--- src/logic/rv_core_pkg.sv ---
// shared widths, opcodes and enums for the RV32I core
// loads, stores and system opcodes are decoded but never executed
`default_nettype none

package rv_core_pkg;

    localparam int XLEN       = 32;
    localparam int REG_ADDR_W = 5;

    typedef logic [XLEN-1:0]       word_t;
    typedef logic [REG_ADDR_W-1:0] reg_addr_t;

    localparam word_t RESET_PC = 32'h8000_0000;

    // major opcodes, inst[6:0]
    localparam logic [6:0] OPC_OP     = 7'b0110011;
    localparam logic [6:0] OPC_OP_IMM = 7'b0010011;
    localparam logic [6:0] OPC_LUI    = 7'b0110111;
    localparam logic [6:0] OPC_AUIPC  = 7'b0010111;
    localparam logic [6:0] OPC_JAL    = 7'b1101111;
    localparam logic [6:0] OPC_JALR   = 7'b1100111;
    localparam logic [6:0] OPC_BRANCH = 7'b1100011;
    // recognised for format only, they retire as no-ops
    localparam logic [6:0] OPC_LOAD   = 7'b0000011;
    localparam logic [6:0] OPC_STORE  = 7'b0100011;
    localparam logic [6:0] OPC_SYSTEM = 7'b1110011;

    typedef enum logic [2:0] {
        TYPE_R,
        TYPE_I,
        TYPE_S,
        TYPE_B,
        TYPE_U,
        TYPE_J,
        TYPE_N  // no format, unknown opcode
    } inst_t;

    typedef enum logic [3:0] {
        ADD,
        SUB,
        SLL,
        SLT,
        SLTU,
        XOR,
        SRL,
        SRA,
        OR,
        AND
    } alu_op_t;

    typedef enum logic {
        IDLE,  // address out, request pulse
        WAIT   // instruction word valid, execute and retire
    } fetch_state_t;

endpackage

`default_nettype wire

--- src/logic/fetch_ctrl.sv ---
// two-state fetch, one instruction every 2 cycles
// imem must return the word in the cycle right after imem_req
`timescale 1ns/1ps
`default_nettype none

module fetch_ctrl (
    input  wire logic               clk,
    input  wire logic               reset,
    input  wire logic               jump_en,
    input  wire rv_core_pkg::word_t jump_target,
    output rv_core_pkg::word_t      pc,
    output rv_core_pkg::word_t      snpc,
    output logic                    imem_req,
    output logic                    execute,
    output logic                    retire
);

    rv_core_pkg::fetch_state_t state;
    rv_core_pkg::fetch_state_t next_state;

    assign snpc    = pc + 32'd4;
    assign execute = (state == rv_core_pkg::WAIT);
    assign retire  = execute;  // every executed word retires

    always_comb begin
        case (state)
            rv_core_pkg::IDLE: next_state = imem_req ? rv_core_pkg::WAIT : rv_core_pkg::IDLE;
            rv_core_pkg::WAIT: next_state = rv_core_pkg::IDLE;
            default:           next_state = rv_core_pkg::IDLE;
        endcase
    end

    always_ff @(posedge clk) begin
        if (reset) begin
            state    <= rv_core_pkg::IDLE;
            imem_req <= 1'b0;
            pc       <= rv_core_pkg::RESET_PC;
        end else begin
            state    <= next_state;
            imem_req <= (next_state == rv_core_pkg::IDLE);  // high for each IDLE cycle
            if (execute)
                pc <= jump_en ? jump_target : snpc;  // end of WAIT
        end
    end

endmodule

`default_nettype wire

--- src/logic/inst_decoder.sv ---
// combinational RV32I decode, no state
// alu_op is ADD for every opcode outside OP and OP-IMM
`timescale 1ns/1ps
`default_nettype none

module inst_decoder (
    input  wire rv_core_pkg::word_t inst,
    output logic [6:0]              opcode,
    output logic [2:0]              funct3,
    output rv_core_pkg::reg_addr_t  rd,
    output rv_core_pkg::reg_addr_t  rs1,
    output rv_core_pkg::reg_addr_t  rs2,
    output rv_core_pkg::word_t      imm,
    output rv_core_pkg::inst_t      inst_type,
    output rv_core_pkg::alu_op_t    alu_op
);

    logic [6:0] funct7;

    assign opcode = inst[6:0];
    assign rd     = inst[11:7];
    assign funct3 = inst[14:12];
    assign rs1    = inst[19:15];
    assign rs2    = inst[24:20];
    assign funct7 = inst[31:25];

    always_comb begin
        case (opcode)
            rv_core_pkg::OPC_OP:     inst_type = rv_core_pkg::TYPE_R;
            rv_core_pkg::OPC_OP_IMM,
            rv_core_pkg::OPC_JALR,
            rv_core_pkg::OPC_LOAD,
            rv_core_pkg::OPC_SYSTEM: inst_type = rv_core_pkg::TYPE_I;
            rv_core_pkg::OPC_STORE:  inst_type = rv_core_pkg::TYPE_S;
            rv_core_pkg::OPC_BRANCH: inst_type = rv_core_pkg::TYPE_B;
            rv_core_pkg::OPC_LUI,
            rv_core_pkg::OPC_AUIPC:  inst_type = rv_core_pkg::TYPE_U;
            rv_core_pkg::OPC_JAL:    inst_type = rv_core_pkg::TYPE_J;
            default:                 inst_type = rv_core_pkg::TYPE_N;
        endcase
    end

    // sign-extended immediates per format
    always_comb begin
        case (inst_type)
            rv_core_pkg::TYPE_I: imm = {{20{inst[31]}}, inst[31:20]};
            rv_core_pkg::TYPE_S: imm = {{20{inst[31]}}, inst[31:25], inst[11:7]};
            rv_core_pkg::TYPE_B: imm = {{20{inst[31]}}, inst[7], inst[30:25], inst[11:8], 1'b0};
            rv_core_pkg::TYPE_U: imm = {inst[31:12], 12'h000};
            rv_core_pkg::TYPE_J: imm = {{12{inst[31]}}, inst[19:12], inst[20], inst[30:21], 1'b0};
            default:             imm = '0;
        endcase
    end

    always_comb begin
        alu_op = rv_core_pkg::ADD;
        if (opcode == rv_core_pkg::OPC_OP || opcode == rv_core_pkg::OPC_OP_IMM) begin
            case (funct3)
                3'b000: begin
                    // ADDI has no SUB form, imm bit 10 is just data there
                    if (opcode == rv_core_pkg::OPC_OP && funct7[5])
                        alu_op = rv_core_pkg::SUB;
                end
                3'b001:  alu_op = rv_core_pkg::SLL;
                3'b010:  alu_op = rv_core_pkg::SLT;
                3'b011:  alu_op = rv_core_pkg::SLTU;
                3'b100:  alu_op = rv_core_pkg::XOR;
                3'b101:  alu_op = funct7[5] ? rv_core_pkg::SRA : rv_core_pkg::SRL;
                3'b110:  alu_op = rv_core_pkg::OR;
                default: alu_op = rv_core_pkg::AND;  // 3'b111
            endcase
        end
    end

endmodule

`default_nettype wire

--- src/logic/reg_file.sv ---
// 32 x 32 integer registers, two async reads and one write
// writes to x0 are dropped here, x0 always reads zero
`timescale 1ns/1ps
`default_nettype none

module reg_file (
    input  wire logic                   clk,
    input  wire logic                   reset,
    input  wire logic                   we,
    input  wire rv_core_pkg::reg_addr_t waddr,
    input  wire rv_core_pkg::word_t     wdata,
    input  wire rv_core_pkg::reg_addr_t raddr1,
    input  wire rv_core_pkg::reg_addr_t raddr2,
    output rv_core_pkg::word_t          rdata1,
    output rv_core_pkg::word_t          rdata2
);

    rv_core_pkg::word_t regs [32];

    always_ff @(posedge clk) begin
        if (reset) begin
            for (int i = 0; i < 32; i++)
                regs[i] <= '0;
        end else if (we && waddr != '0) begin
            regs[waddr] <= wdata;
        end
    end

    assign rdata1 = (raddr1 == '0) ? '0 : regs[raddr1];
    assign rdata2 = (raddr2 == '0) ? '0 : regs[raddr2];

endmodule

`default_nettype wire

--- src/logic/exec_unit.sv ---
// ALU, branch compare, jump target and writeback select
// loads, stores, system and unknown opcodes write nothing and fall through
`timescale 1ns/1ps
`default_nettype none

module exec_unit (
    input  wire logic                 execute,
    input  wire logic [6:0]           opcode,
    input  wire logic [2:0]           funct3,
    input  wire rv_core_pkg::inst_t   inst_type,
    input  wire rv_core_pkg::alu_op_t alu_op,
    input  wire rv_core_pkg::word_t   imm,
    input  wire rv_core_pkg::word_t   pc,
    input  wire rv_core_pkg::word_t   snpc,
    input  wire rv_core_pkg::word_t   rs1_data,
    input  wire rv_core_pkg::word_t   rs2_data,
    output logic                      rd_we,
    output rv_core_pkg::word_t        rd_wdata,
    output logic                      jump_en,
    output rv_core_pkg::word_t        jump_target
);

    rv_core_pkg::word_t alu_a;
    rv_core_pkg::word_t alu_b;
    rv_core_pkg::word_t alu_result;
    logic [4:0]         shamt;
    logic               taken;
    logic               writes_rd;

    always_comb begin
        case (inst_type)
            rv_core_pkg::TYPE_R: begin
                alu_a = rs1_data;
                alu_b = rs2_data;
            end
            rv_core_pkg::TYPE_U: begin
                alu_a = (opcode == rv_core_pkg::OPC_LUI) ? '0 : pc;
                alu_b = imm;
            end
            rv_core_pkg::TYPE_J,
            rv_core_pkg::TYPE_B: begin
                alu_a = pc;  // target = pc + offset
                alu_b = imm;
            end
            default: begin
                alu_a = rs1_data;
                alu_b = imm;
            end
        endcase
    end

    assign shamt = alu_b[4:0];

    always_comb begin
        case (alu_op)
            rv_core_pkg::SUB:  alu_result = alu_a - alu_b;
            rv_core_pkg::SLL:  alu_result = alu_a << shamt;
            rv_core_pkg::SLT:  alu_result = {31'b0, $signed(alu_a) < $signed(alu_b)};
            rv_core_pkg::SLTU: alu_result = {31'b0, alu_a < alu_b};
            rv_core_pkg::XOR:  alu_result = alu_a ^ alu_b;
            rv_core_pkg::SRL:  alu_result = alu_a >> shamt;
            rv_core_pkg::SRA:  alu_result = rv_core_pkg::word_t'($signed(alu_a) >>> shamt);
            rv_core_pkg::OR:   alu_result = alu_a | alu_b;
            rv_core_pkg::AND:  alu_result = alu_a & alu_b;
            default:           alu_result = alu_a + alu_b;
        endcase
    end

    // compare always on the register operands
    always_comb begin
        case (funct3)
            3'b000:  taken = (rs1_data == rs2_data);
            3'b001:  taken = (rs1_data != rs2_data);
            3'b100:  taken = ($signed(rs1_data) < $signed(rs2_data));
            3'b101:  taken = ($signed(rs1_data) >= $signed(rs2_data));
            3'b110:  taken = (rs1_data < rs2_data);
            3'b111:  taken = (rs1_data >= rs2_data);
            default: taken = 1'b0;
        endcase
    end

    always_comb begin
        jump_en     = 1'b0;
        jump_target = alu_result;
        writes_rd   = 1'b0;
        rd_wdata    = alu_result;
        case (inst_type)
            rv_core_pkg::TYPE_R,
            rv_core_pkg::TYPE_U: writes_rd = 1'b1;
            rv_core_pkg::TYPE_I: begin
                if (opcode == rv_core_pkg::OPC_JALR) begin
                    jump_en     = 1'b1;
                    jump_target = {alu_result[31:1], 1'b0};
                    writes_rd   = 1'b1;
                    rd_wdata    = snpc;  // link address
                end else if (opcode == rv_core_pkg::OPC_OP_IMM) begin
                    writes_rd = 1'b1;
                end
            end
            rv_core_pkg::TYPE_J: begin
                jump_en   = 1'b1;
                writes_rd = 1'b1;
                rd_wdata  = snpc;
            end
            rv_core_pkg::TYPE_B: jump_en = taken;
            default: ;  // store and unknown, pc+4 only
        endcase
    end

    assign rd_we = execute && writes_rd;

endmodule

`default_nettype wire

--- src/logic/rv_core.sv ---
// RV32I integer core without loads, stores or CSRs
// imem has one cycle latency and no back-pressure
`timescale 1ns/1ps
`default_nettype none

module rv_core (
    input  wire logic               clk,
    input  wire logic               reset,
    input  wire rv_core_pkg::word_t imem_data,
    output logic                    imem_req,
    output rv_core_pkg::word_t      imem_addr,
    output logic                    retire,
    output rv_core_pkg::word_t      retire_pc,
    output logic                    rd_we,
    output rv_core_pkg::reg_addr_t  rd_addr,
    output rv_core_pkg::word_t      rd_wdata
);

    rv_core_pkg::word_t     pc;
    rv_core_pkg::word_t     snpc;
    rv_core_pkg::word_t     jump_target;
    logic                   jump_en;
    logic                   execute;
    logic [6:0]             opcode;
    logic [2:0]             funct3;
    rv_core_pkg::reg_addr_t rs1;
    rv_core_pkg::reg_addr_t rs2;
    rv_core_pkg::word_t     imm;
    rv_core_pkg::inst_t     inst_type;
    rv_core_pkg::alu_op_t   alu_op;
    rv_core_pkg::word_t     rs1_data;
    rv_core_pkg::word_t     rs2_data;

    assign imem_addr = pc;  // held through IDLE and WAIT
    assign retire_pc = pc;

    fetch_ctrl u_fetch (
        .clk(clk), .reset(reset), .jump_en(jump_en), .jump_target(jump_target),
        .pc(pc), .snpc(snpc), .imem_req(imem_req), .execute(execute), .retire(retire)
    );

    inst_decoder u_dec (
        .inst(imem_data), .opcode(opcode), .funct3(funct3), .rd(rd_addr), .rs1(rs1),
        .rs2(rs2), .imm(imm), .inst_type(inst_type), .alu_op(alu_op)
    );

    reg_file u_rf (
        .clk(clk), .reset(reset), .we(rd_we), .waddr(rd_addr), .wdata(rd_wdata),
        .raddr1(rs1), .raddr2(rs2), .rdata1(rs1_data), .rdata2(rs2_data)
    );

    exec_unit u_exec (
        .execute(execute), .opcode(opcode), .funct3(funct3), .inst_type(inst_type),
        .alu_op(alu_op), .imm(imm), .pc(pc), .snpc(snpc), .rs1_data(rs1_data),
        .rs2_data(rs2_data), .rd_we(rd_we), .rd_wdata(rd_wdata), .jump_en(jump_en),
        .jump_target(jump_target)
    );

endmodule

`default_nettype wire

--- config.mk ---
export PLATFORM = sky130hd
export DESIGN_NAME = rv_core
export DESIGN_NICKNAME = d
export VERILOG_FILES = /design/src/logic/rv_core_pkg.sv /design/src/logic/fetch_ctrl.sv /design/src/logic/inst_decoder.sv /design/src/logic/reg_file.sv /design/src/logic/exec_unit.sv /design/src/logic/rv_core.sv
export SDC_FILE = /design/constraint.sdc
export NUM_CORES = 2
export LEC_CHECK = 0
export ABC_AREA = 1
export ABC_CLOCK_PERIOD_IN_PS = 9000
export BUFFER_PORTS_ARGS = -buffer_cell sky130_fd_sc_hd__buf_4
export CORE_UTILIZATION = 31
export DETAILED_ROUTE_END_ITERATION = 7
export PLACE_DENSITY_LB_ADDON = 0.08
export SYNTH_ARGS = -nofsm -noshare
export SYNTH_HDL_FRONTEND = slang
export SYNTH_SLANG_ARGS = --single-unit
--- constraint.sdc ---
create_clock -name clk -period 9 [get_ports clk]
set_clock_uncertainty 0.2 [all_clocks]
set_input_delay 1.35 -clock clk [delete_from_list [all_inputs] [get_ports clk]]
set_output_delay 1.35 -clock clk [all_outputs]
set_load 0.02 [all_outputs]
==> results.txt <==
vias after detailed routing: 69,600
Crit path required time: 7.45 ns
first-pass GRT wire length: 510,000 um
reg-to-reg slack, setup: 2.74 ns
Synth Flop Type: edfxtp_1
Lkg Pwr: 31.82 nW
syn_area_per_cell: 7.553 sq um
Slew @ Worst Pin: 1.439 ns
Peak VDD IR: 0.1763 mV
IO Pins: 138
RePlAce Congestion: 0.9859
kind of critical path: in2out
area grow syn2layout: 13.85%
Worst Path Arrival: 7.28 ns
Most Frequent Cell on Critical Path: nand3_1
Largest stage delay, worst path: 0.36 ns
1st-iter DRT viols: 9,229
Synth area leader: edfxtp_1
status: finished, violations left
largest net degree at the start of global routing: 84
Design Area, Final: 79,840 sq um
all-layer global routing usage: 31.23%
CTS tree: done
async set-reset flop share out of synthesis: 0%
CTS clk-pin slew, worst paths: 0.05 ns
placed insts: 12,080
Core Area: 224,900 sq um
Max-Cap Viols: 0
vias in the first global route: 64,510
Post-synth EDFFs: 1,024
Die Area: 228,100 sq um
power per cell area: 175.7 nW/um^2
CTS Sinks: 1,058
# setup viols final: 0
fmax: 0.1132 GHz
most frequent cells in the layout: nor2_1 (1,812), nand2_1 (1,801), edfxtp_1 (1,024), nand3_1 (956), o21ai_0 (913)
final period utilization: 98.14%
worst hold path class: reg2reg
Congestion Overflow GR: 0
Crit Path Max Fanout: 38
register area share after synthesis: 44.82%
Hold Fails Final Rpt: 0
min cycle time layout: 8.832 ns
synth warn: 0
fin cells: 12,340
Fillers: 23,550
WL final: 365,700 um
Routed wire per std cell: 29.65 um
share of layout cells above drive strength 1: 10.79%
die width: 477.6 um
most common cell after layout, fill and taps aside: nor2_1
H-tree Lvls: 4
count of cell types in the netlist: 68
CTS max path bufs: 3
cells after synthesis: 9,284
CP startpoint kind: primary input
cell area after synthesis: 70,120 sq um
via density per instance: 5.642
top cell type's share of synthesized area: 43.85%
Core Rows: 174
dpl hpwl: 249,600 um
die height: 477.6 um
synth top area cells: edfxtp_1 (44%), nand2_1 (10%), nor2_1 (9.7%), nand3_1 (6.8%), o21ai_0 (6.6%)
Worst-Skew Late Latency: 0.81 ns
DRC violations left: 40
worst rel slew slack: 3.681%
Num CTS Buffers: 139
DP Area: 75,470 sq um
Slew Limit Fails: 0
Initial Util: 31.18%
CTS root buffer: clkbuf_16
Top delay family on crit path: simple AND/OR/NAND/NOR gates
Worst Setup End Kind: primary output
flop and latch count out of synthesis: 1,058
First-pass DRT Iterations: 8
port bufs: 137
antenna violations before repair: 10
RSZ-0062 raised after global routing: yes
Detail Route Antenna Nets: 0
Buf/Inv on CP: 9
failing checks: DRC
Final #Nets: 9,402
Worst path slowest cell: nand3_1
## repair_timing
| action | 4_1_cts | 5_1_grt |
|---|---|---|
| gates resized for setup | 1 | 25 |
| setup buffers | 0 | 6 |
| hold buffers | 0 | 0 |
| endpoints found under the hold margin | 0 | 0 |
| pin swaps | 0 | 2 |
| endpoints found under the setup margin | 2 | 15 |
## flip-flops by register name, indices dropped and copies added, names as in the netlist
register / cells
u_rf.regs: 1024
u_fetch.pc: 32
u_fetch.execute: 1
u_fetch.imem_req: 1
## layout make-up
class	count	area, sq um	share of cell area [%]
Antenna cell	5	12.51	0.01567
Timing Repair Buffer	558	5010	6.275
Multi-Input combinational cell	6887	33170	41.54
Inverter	590	2263	2.835
Tap cell	2992	3744	4.689
Clock inverter	66	519.2	0.6504
Clock buffer	179	3692	4.625
Sequential cell	1058	31430	39.37
## metrics by stage
step / setup TNS [ns] / utilization, % / power [mW] / setup WS (ns) / hold WS, ns
2_1_floorplan: 0 / - / 7.369 / 1.417 / 0.3316
3_5_place_dp: -0.05941 / 33.56 / 8.705 / -0.03307 / 0.2569
4_1_cts: 0 / 35.43 / 14.08 / 0.1399 / 0.2644
6_report: 0 / 35.50 / 14.03 / 0.1676 / 0.2588
3_3_place_gp: -0.1565 / 33.56 / 8.711 / -0.04708 / 0.2506
5_1_grt: -0.01456 / 35.50 / 14.49 / -0.01456 / 0.2910
## path summary, 6_finish.rpt
check / start / to / cells past startpoint
hold reg to reg: u_fetch.imem_req$_SDFF_PP0_ / u_fetch.imem_req$_SDFF_PP0_ / 1
hold / removal: u_fetch.imem_req$_SDFF_PP0_ / u_fetch.imem_req$_SDFF_PP0_ / 1
setup / recovery: imem_data[21] / rd_wdata[30] / 31
setup reg to reg: u_rf.regs[28][0]$_SDFFCE_PN0P_ / u_rf.regs[31][14]$_SDFFCE_PN0P_ / 28
## per-layer routing
layer  part of all wire, %  up-vias  wire length (um)  GRT usage [%]
met4                   4.4        6             16070          12.80
li1                      -    31240                 -              -
met5                 0.072        -               264              0
met1                    44    34250            162400          44.27
met3                   8.1      542             29750          4.857
met2                    43     3559            157200          47.08
## cells by family after synthesis
logic type | share of synthesized area (%)
buf+inv | 8.705
compound gates | 15.08
simple gates | 28.46
other cells | 0.005348
fa+ha+maj | 2.412
flops | 44.82
mux | 0.01427
xor+xnor | 0.4996
## power breakdown
part           total (mW)  switching (mW)  internal [mW]
clock network        5.38            2.38           3.00
logic                3.00            2.24          0.762
registers            5.64          0.0856           5.56
## cell usage after synthesis (4+ instances only)
master	instances
nor2_4	4
a21o_1	5
a31oi_1	33
a211oi_1	13
nor2_1	1817
buf_2	236
buf_6	32
o21a_1	9
o21ai_1	41
nand2_1	1864
nor3_1	28
inv_2	44
nand3_4	4
o21ai_0	919
o211ai_1	174
o21ai_2	32
o21bai_1	8
buf_1	29
nand3_1	958
nor2_2	39
clkbuf_1	370
nor4_1	18
edfxtp_1	1024
o221ai_1	113
ha_1	132
nand3_2	9
o2111ai_1	6
o31ai_1	4
a21oi_1	435
clkinv_1	9
a221o_1	5
nand4_1	26
nor3_2	6
buf_4	113
inv_1	536
nand2_4	4
xor2_1	37
and3_1	7
dfxtp_1	34
o22ai_1	38
or2_2	11
nand2_2	19
Power figures use the tool's default switching activity.
